===== config.mk =====
export PLATFORM = sky130hd
export DESIGN_NAME = uart_echo_top
export DESIGN_NICKNAME = d
export VERILOG_FILES = /design/src/source/display_pkg.sv /design/src/source/uart_pkg.sv /design/src/source/seg_display.sv /design/src/source/uart_baud.sv /design/src/source/uart_echo_top.sv /design/src/source/uart_rx.sv /design/src/source/uart_tx.sv
export SDC_FILE = /design/constraint.sdc
export NUM_CORES = 1
export LEC_CHECK = 0
export BUFFER_PORTS_ARGS = -buffer_cell sky130_fd_sc_hd__buf_2
export CAP_MARGIN = 20
export CORE_MARGIN = 5
export CORE_UTILIZATION = 50
export CTS_CLUSTER_SIZE = 40
export DETAILED_ROUTE_END_ITERATION = 8
export GPL_ROUTABILITY_DRIVEN = 0
export PLACE_DENSITY = 0.74
export SYNTH_ARGS = -nofsm -noshare
export SYNTH_HDL_FRONTEND = slang
export SYNTH_SLANG_ARGS = --single-unit

===== constraint.sdc =====
create_clock -name clk -period 6.8 [get_ports clk]
set_input_delay 1.36 -clock clk [delete_from_list [all_inputs] [get_ports clk]]
set_output_delay 1.36 -clock clk [all_outputs]
set_load 0.02 [all_outputs]

===== src/source/display_pkg.sv =====
`default_nettype none

package display_pkg;

    localparam int DIGIT_COUNT = 4;
    localparam int SCAN_BITS   = $clog2(DIGIT_COUNT);  // digit select width

    typedef logic [3:0]             nibble_t;     // one hex digit
    typedef logic [7:0]             seg_t;        // {dp, g, f, e, d, c, b, a}, active low
    typedef logic [DIGIT_COUNT-1:0] digit_sel_t;  // digit enables, active low

    localparam logic DP_OFF = 1'b1;               // decimal point is never lit

    // segment patterns for 0..F
    localparam seg_t HEX_SEGMENTS [16] = '{
        {DP_OFF, 7'b100_0000},  // 0
        {DP_OFF, 7'b111_1001},  // 1
        {DP_OFF, 7'b010_0100},  // 2
        {DP_OFF, 7'b011_0000},  // 3
        {DP_OFF, 7'b001_1001},  // 4
        {DP_OFF, 7'b001_0010},  // 5
        {DP_OFF, 7'b000_0010},  // 6
        {DP_OFF, 7'b111_1000},  // 7
        {DP_OFF, 7'b000_0000},  // 8
        {DP_OFF, 7'b001_0000},  // 9
        {DP_OFF, 7'b000_1000},  // A
        {DP_OFF, 7'b000_0011},  // b
        {DP_OFF, 7'b100_0110},  // C
        {DP_OFF, 7'b010_0001},  // d
        {DP_OFF, 7'b000_0110},  // E
        {DP_OFF, 7'b000_1110}   // F
    };

endpackage

`default_nettype wire


===== src/source/uart_pkg.sv =====
`default_nettype none

package uart_pkg;

    // frame layout, 8N1 with 16x oversampling
    localparam int OVERSAMPLE = 16;             // ticks per bit
    localparam int DATA_BITS  = 8;
    localparam int HALF_BIT   = OVERSAMPLE / 2; // start bit is confirmed here

    // idle level of the serial line
    localparam logic LINE_IDLE = 1'b1;

    typedef logic [DATA_BITS-1:0] data_t;       // one serial byte
    typedef logic [3:0]           tick_cnt_t;   // ticks within one bit
    typedef logic [3:0]           bit_cnt_t;    // bits within one frame

    // compare values for the counters
    localparam tick_cnt_t LAST_TICK = tick_cnt_t'(OVERSAMPLE - 1);
    localparam tick_cnt_t MID_TICK  = tick_cnt_t'(HALF_BIT - 1);
    localparam bit_cnt_t  LAST_BIT  = bit_cnt_t'(DATA_BITS - 1);

endpackage

`default_nettype wire


===== src/source/seg_display.sv =====
`timescale 1ns/10ps
`default_nettype none

module seg_display #(
    parameter int REFRESH_WIDTH = 16
) (
    input  logic                    clk,
    input  logic                    rst_n,
    input  logic                    rx_done,
    input  uart_pkg::data_t         data,
    output display_pkg::seg_t       seg,
    output display_pkg::digit_sel_t digit
);
    import uart_pkg::*;
    import display_pkg::*;

    data_t                    shown_q;  // last good byte
    data_t                    count_q;  // good frames, wraps at 256
    logic [REFRESH_WIDTH-1:0] refresh_cnt;
    logic [SCAN_BITS-1:0]     scan_sel;
    nibble_t                  nibble;

    always_ff @(posedge clk or negedge rst_n) begin
        if (!rst_n) begin
            shown_q <= '0;
            count_q <= '0;
        end else if (rx_done) begin
            shown_q <= data;
            count_q <= count_q + 1'b1;
        end
    end

    // free-running scan counter, top bits pick the digit
    always_ff @(posedge clk or negedge rst_n) begin
        if (!rst_n)
            refresh_cnt <= '0;
        else
            refresh_cnt <= refresh_cnt + 1'b1;
    end

    assign scan_sel = refresh_cnt[REFRESH_WIDTH-1 -: SCAN_BITS];

    always_comb begin
        case (scan_sel)
            2'd0:    nibble = shown_q[3:0];  // rightmost digit
            2'd1:    nibble = shown_q[7:4];
            2'd2:    nibble = count_q[3:0];
            default: nibble = count_q[7:4];
        endcase
    end

    assign seg   = HEX_SEGMENTS[nibble];
    assign digit = ~(digit_sel_t'(1) << scan_sel);  // one enable low at a time

endmodule

`default_nettype wire


===== src/source/uart_baud.sv =====
`timescale 1ns/10ps
`default_nettype none

module uart_baud #(
    parameter int          CNT_WIDTH = 24,
    parameter int unsigned CNT_INC   = 1611
) (
    input  logic clk,
    input  logic rst_n,
    output logic tick
);

    logic [CNT_WIDTH-1:0] acc;
    logic [CNT_WIDTH:0]   acc_sum;  // one extra bit holds the carry

    // phase accumulator, average tick rate is clk * CNT_INC / 2^CNT_WIDTH
    assign acc_sum = {1'b0, acc} + (CNT_WIDTH + 1)'(CNT_INC);

    always_ff @(posedge clk or negedge rst_n) begin
        if (!rst_n) begin
            acc  <= '0;
            tick <= 1'b0;
        end else begin
            acc  <= acc_sum[CNT_WIDTH-1:0];  // remainder is kept, so no drift
            tick <= acc_sum[CNT_WIDTH];      // one-clock pulse on carry-out
        end
    end

endmodule

`default_nettype wire


===== src/source/uart_echo_top.sv =====
`timescale 1ns/10ps
`default_nettype none

module uart_echo_top #(
    parameter int          CNT_WIDTH     = 24,
    parameter int unsigned CNT_INC       = 1611,  // about 600 baud x16 at 100 MHz
    parameter int          REFRESH_WIDTH = 16
) (
    input  logic                    clk,
    input  logic                    rst_n,
    input  logic                    rx,
    output logic                    tx,
    output display_pkg::seg_t       seg,
    output display_pkg::digit_sel_t digit
);
    import uart_pkg::*;

    logic  tick;
    logic  rx_done;
    data_t rx_data;

    uart_baud #(
        .CNT_WIDTH (CNT_WIDTH),
        .CNT_INC   (CNT_INC)
    ) uart_baud_i (
        .clk   (clk),
        .rst_n (rst_n),
        .tick  (tick)
    );

    uart_rx uart_rx_i (
        .clk     (clk),
        .rst_n   (rst_n),
        .tick    (tick),
        .rx      (rx),
        .data    (rx_data),
        .rx_done (rx_done)
    );

    // every good byte goes straight back out
    uart_tx uart_tx_i (
        .clk   (clk),
        .rst_n (rst_n),
        .tick  (tick),
        .start (rx_done),
        .data  (rx_data),
        .tx    (tx)
    );

    seg_display #(
        .REFRESH_WIDTH (REFRESH_WIDTH)
    ) seg_display_i (
        .clk     (clk),
        .rst_n   (rst_n),
        .rx_done (rx_done),
        .data    (rx_data),
        .seg     (seg),
        .digit   (digit)
    );

endmodule

`default_nettype wire


===== src/source/uart_rx.sv =====
`timescale 1ns/10ps
`default_nettype none

module uart_rx (
    input  logic            clk,
    input  logic            rst_n,
    input  logic            tick,
    input  logic            rx,
    output uart_pkg::data_t data,
    output logic            rx_done
);
    import uart_pkg::*;

    typedef enum logic [1:0] {
        st_idle,
        st_start,
        st_data,
        st_stop
    } rx_state_t;

    rx_state_t state;
    tick_cnt_t tick_cnt;
    bit_cnt_t  bit_cnt;
    data_t     shift_q;
    logic      rx_meta;
    logic      rx_sync;
    logic      sample_data;
    logic      stop_ok;

    // two-flop synchronizer, line idles high
    always_ff @(posedge clk or negedge rst_n) begin
        if (!rst_n) begin
            rx_meta <= LINE_IDLE;
            rx_sync <= LINE_IDLE;
        end else begin
            rx_meta <= rx;
            rx_sync <= rx_meta;
        end
    end

    assign sample_data = tick && (state == st_data) && (tick_cnt == LAST_TICK);
    assign stop_ok     = tick && (state == st_stop) && (tick_cnt == LAST_TICK) && rx_sync;

    always_ff @(posedge clk or negedge rst_n) begin
        if (!rst_n) begin
            state    <= st_idle;
            tick_cnt <= '0;
            bit_cnt  <= '0;
            rx_done  <= 1'b0;
        end else begin
            rx_done <= stop_ok;  // good frames only
            if (tick) begin
                case (state)
                    st_idle: begin
                        tick_cnt <= '0;
                        if (!rx_sync)
                            state <= st_start;  // falling edge of start bit
                    end
                    st_start: begin
                        if (tick_cnt == MID_TICK) begin
                            tick_cnt <= '0;
                            bit_cnt  <= '0;
                            // a short glitch is high again at mid-bit
                            state    <= rx_sync ? st_idle : st_data;
                        end else begin
                            tick_cnt <= tick_cnt + 1'b1;
                        end
                    end
                    st_data: begin
                        if (tick_cnt == LAST_TICK) begin
                            tick_cnt <= '0;
                            bit_cnt  <= bit_cnt + 1'b1;
                            if (bit_cnt == LAST_BIT)
                                state <= st_stop;
                        end else begin
                            tick_cnt <= tick_cnt + 1'b1;
                        end
                    end
                    st_stop: begin
                        if (tick_cnt == LAST_TICK) begin
                            tick_cnt <= '0;
                            state    <= st_idle;  // low stop bit just drops the frame
                        end else begin
                            tick_cnt <= tick_cnt + 1'b1;
                        end
                    end
                    default: state <= st_idle;
                endcase
            end
        end
    end

    // data arrives lsb first, so shift in from the top
    always_ff @(posedge clk) begin
        if (sample_data)
            shift_q <= {rx_sync, shift_q[DATA_BITS-1:1]};
        if (stop_ok)
            data <= shift_q;
    end

endmodule

`default_nettype wire


===== src/source/uart_tx.sv =====
`timescale 1ns/10ps
`default_nettype none

module uart_tx (
    input  logic            clk,
    input  logic            rst_n,
    input  logic            tick,
    input  logic            start,
    input  uart_pkg::data_t data,
    output logic            tx
);
    import uart_pkg::*;

    typedef enum logic [1:0] {
        st_idle,
        st_start,
        st_data,
        st_stop
    } tx_state_t;

    tx_state_t state;
    tick_cnt_t tick_cnt;
    bit_cnt_t  bit_cnt;
    data_t     hold_q;   // byte waiting for the shifter
    data_t     shift_q;
    logic      pending;
    logic      bit_end;
    logic      load;

    assign bit_end = tick && (tick_cnt == LAST_TICK);

    // next frame may follow the stop bit directly
    assign load = tick && pending && ((state == st_idle) || ((state == st_stop) && bit_end));

    always_ff @(posedge clk or negedge rst_n) begin
        if (!rst_n)
            pending <= 1'b0;
        else if (start)
            pending <= 1'b1;  // a new strobe wins over a load in the same clock
        else if (load)
            pending <= 1'b0;
    end

    always_ff @(posedge clk) begin
        if (start)
            hold_q <= data;
        if (load)
            shift_q <= hold_q;
        else if (bit_end && (state == st_data))
            shift_q <= shift_q >> 1;  // bit 0 is always the one on the line
    end

    always_ff @(posedge clk or negedge rst_n) begin
        if (!rst_n) begin
            state    <= st_idle;
            tick_cnt <= '0;
            bit_cnt  <= '0;
            tx       <= LINE_IDLE;
        end else if (load) begin
            state    <= st_start;
            tick_cnt <= '0;
            tx       <= 1'b0;  // start bit
        end else if (tick) begin
            tick_cnt <= bit_end ? '0 : tick_cnt + 1'b1;
            case (state)
                st_start: begin
                    if (bit_end) begin
                        state   <= st_data;
                        bit_cnt <= '0;
                        tx      <= shift_q[0];
                    end
                end
                st_data: begin
                    if (bit_end) begin
                        if (bit_cnt == LAST_BIT) begin
                            state <= st_stop;
                            tx    <= LINE_IDLE;  // stop bit
                        end else begin
                            bit_cnt <= bit_cnt + 1'b1;
                            tx      <= shift_q[1];  // next bit before the shift lands
                        end
                    end
                end
                st_stop: begin
                    if (bit_end)
                        state <= st_idle;
                end
                default: begin
                    state    <= st_idle;
                    tick_cnt <= '0;
                end
            endcase
        end
    end

endmodule

`default_nettype wire


==> results.yml <==
outcome:
  status: "finished, final reports clean"
global_routing:
  grt-ovfl-total: 0
  antenna_found_initial: 0
  grt_max_degree: 83
  grt_pass1_vias: 3201
  grt_pass1_wl_mm: 15.3
  groute.usage.overall: 0.151
clock_network:
  postCtsResizedCells: 0
  ctsHtreeMaxLevel: 4
  cts_setup_buffers: 0
  clock-root-buffer: "clkbuf_8"
  ctsHoldBuffers: 0
  cts.sinks: 114
  clkTransAtPathRegs_ns: 0.05
  clock_path_buffers: 2
  clk_latency_ns: 0.51
  cts_buffers: 17
  cts_tree: "built"
final_layout:
  seq_area_um2: 3020
  drive_above_1_share: 0.163
  layout_commonest_cell: "dfrtp_1"
  layout_common_cells: "dfrtp_1 (79), nand2_1 (36), xnor2_1 (33), edfxtp_1 (32), inv_1 (21)"
  fillers: 787
  fin_nets: 464
  post-route-util: 0.586
  diodes: 0
  syn2layout_area_growth_pct: 15.3
  final_cells: 591
  multi_input_area_um2: 2030
logic_synthesis:
  synth_cells: 422
  synth_cell_types: 57
  syn_area_per_cell_um2: 12.3
  ys_seq_area_frac: 0.580
  ys_ff_latch: 114
  syn_area_um2: 5200
  synth_nets: 444
  async_reset_ff_frac: 0.719
  synth_warnings: 0
  synth_edf_count: 32
  ys.flop_type: "dfrtp_1"
route:
  antenna_left: 0
  drt-wirelength-per-cell_um: 14.7
  via_per_inst: 5.37
  drc_errors: 0
  drt_iter0_drc: 328
  vias: 3174
  wl_mm: 8.68
  firstDrtPassIters: 4
pwr:
  p_sw_frac: 0.183
  power_frac_clock: 0.551
  power_density_nw_per_um2: 267
  comb_power_share: 0.008
  p_seq_frac: 0.441
  totalPowerFinal_w: 0.00160
  peakVddDrop_uv: 191
  p_switching_w: 0.000293
  p_leak_nw: 2.52
  intPower_w: 0.00131
flow_run:
  max_cap_viol_count: 0
placement:
  portBuffers: 14
  placedCellCount: 558
  dp_slack_ns: 3.17
  dp_hpwl_mm: 5.53
floorplanning:
  start_util: 0.508
  num_io_pins: 16
  die_h_um: 112
  die-area_um2: 12500
  coreArea_um2: 10200
  rows: 37
  fp.dieW_um: 112
sta:
  setup_viol: 0
  final.setup.worst_slack_ns: 2.64
  grt_setup_unrepaired: "false"
  post-route-period-util: 0.612
  tightest_slew_ns: 0.842
  setup_tns_ns: 0
  drv_slew: 0
  fin_skew_ns: 0.0123
  min_period_ns: 4.16
  max_freq_mhz: 240
  slew_headroom: 0.439
  final-hold-violation-count: 0
min_path:
  hold_path_class: "reg -> reg"
critical_path:
  crit_chain: "mux4_1 > inv_1 > ha_1 > mux4_2 > buf_2"
  max_stage_delay_ns: 0.72
  critPathKind: "reg -> out"
  crit_required_ns: 5.44
  slowest_stage: "mux4_1"
  crit_arrival_ns: 2.80
  path_max_fanout: 10
  crit_path_start_kind: "flop"
  endpoint_kind: "primary output"
[per-stage QoR]
step	hold slack, ns	cell area (um^2)
after floorplan	0.345	5200
after global placement	0.349	5360
after detailed placement	0.357	5360
after CTS	0.365	5970
after global routing	0.367	6000
final	0.360	6000
[path summary, 6_finish.rpt]
| path | start | to | slack [ns] | depth (start not counted) |
|---|---|---|---|---|
| max | seg_display_i.refresh_cnt[14] | seg[3] | 2.64 | 5 |
| min | uart_rx_i.rx_meta | uart_rx_i.rx_sync | 0.36 | 0 |
| max reg2reg | uart_baud_i.tick | uart_tx_i.shift_q[5] | 4.46 | 3 |
| min reg2reg | uart_rx_i.rx_meta | uart_rx_i.rx_sync | 0.36 | 0 |
| max in group asynchronous | rst_n | uart_rx_i.rx_meta | 5.49 | 2 |
| min in group asynchronous | rst_n | uart_tx_i.bit_cnt[2] | 0.68 | 1 |
[final cells by class]
type	instances	share of cell area
clock inverters	3	0.0109
clock buffers	29	0.0899
repair buffers	15	0.0167
well taps	136	0.0284
flip-flops and latches	114	0.503
inverters	21	0.0131
multi-input cells	273	0.338
[logic make-up after synthesis]
group / count (synthesis) / share of synthesized area
other: 1 / 0.000721
adder cells (fa/ha/maj): 19 / 0.0457
AO/OA/AOI/OAI: 54 / 0.0698
XOR/XNOR: 46 / 0.0775
multiplexers: 28 / 0.0717
buffers and inverters: 35 / 0.0301
AND/OR/NAND/NOR: 125 / 0.124
flip-flops: 114 / 0.580
[power groups by stage]
stage | sequential [W] | clock (W) | combinational, W
3_3_place_gp | 0.000716 | 0 | 0.0000110
2_1_floorplan | 0.000716 | 0 | 0.00000112
5_1_grt | 0.000704 | 0.000934 | 0.0000150
3_5_place_dp | 0.000716 | 0 | 0.0000113
4_1_cts | 0.000704 | 0.000897 | 0.0000113
6_report | 0.000704 | 0.000881 | 0.0000124
[Yosys cell counts (all sizes together) (3+ instances only)]
| master | n | share of area |
|---|---|---|
| nor2b | 3 | 0.0036 |
| nor2 | 21 | 0.017 |
| dfrtp | 79 | 0.38 |
| xor2 | 13 | 0.022 |
| o21ai | 15 | 0.014 |
| and3 | 11 | 0.013 |
| mux2 | 18 | 0.039 |
| and4 | 5 | 0.0084 |
| mux2i | 5 | 0.0096 |
| a31oi | 4 | 0.0060 |
| o22ai | 7 | 0.0084 |
| or2 | 3 | 0.0041 |
| nand4 | 10 | 0.012 |
| nand2b | 5 | 0.0060 |
| o21a | 3 | 0.0043 |
| a21oi | 8 | 0.0084 |
| a211oi | 3 | 0.0043 |
| mux4 | 5 | 0.023 |
| edfxtp | 32 | 0.18 |
| inv | 21 | 0.015 |
| dfstp | 3 | 0.015 |
| nand3 | 20 | 0.019 |
| xnor2 | 33 | 0.056 |
| clkbuf | 5 | 0.0038 |
| ha | 19 | 0.046 |
| nand2 | 36 | 0.026 |
| buf | 9 | 0.011 |
[sequential cells by signal, summed over array words and instances (netlist names), 8 cells and up, named ones only]
name,flops
seg_display_i.shown_q,8
uart_rx_i.data,8
seg_display_i.count_q,8
uart_baud_i.acc,24
uart_tx_i.shift_q,8
uart_tx_i.hold_q,8
uart_rx_i.shift_q,8
seg_display_i.refresh_cnt,16
[critical path, delay by kind of cell (launching register included)]
kind / cells / cell delay (ns)
buffers and inverters: 2 / 0.32
multiplexers: 2 / 1.17
adder cells (fa/ha/maj): 1 / 0.26
flip-flops: 1 / 0.55
[layer usage]
layer,vias up,track usage,part of all wire
li1,1530,-,-
met1,1568,0.194,0.46
met2,65,0.238,0.49
met3,11,0.0484,0.037
met4,0,0.0617,0.013
met5,-,0,0
Power figures use the tool's default switching activity.
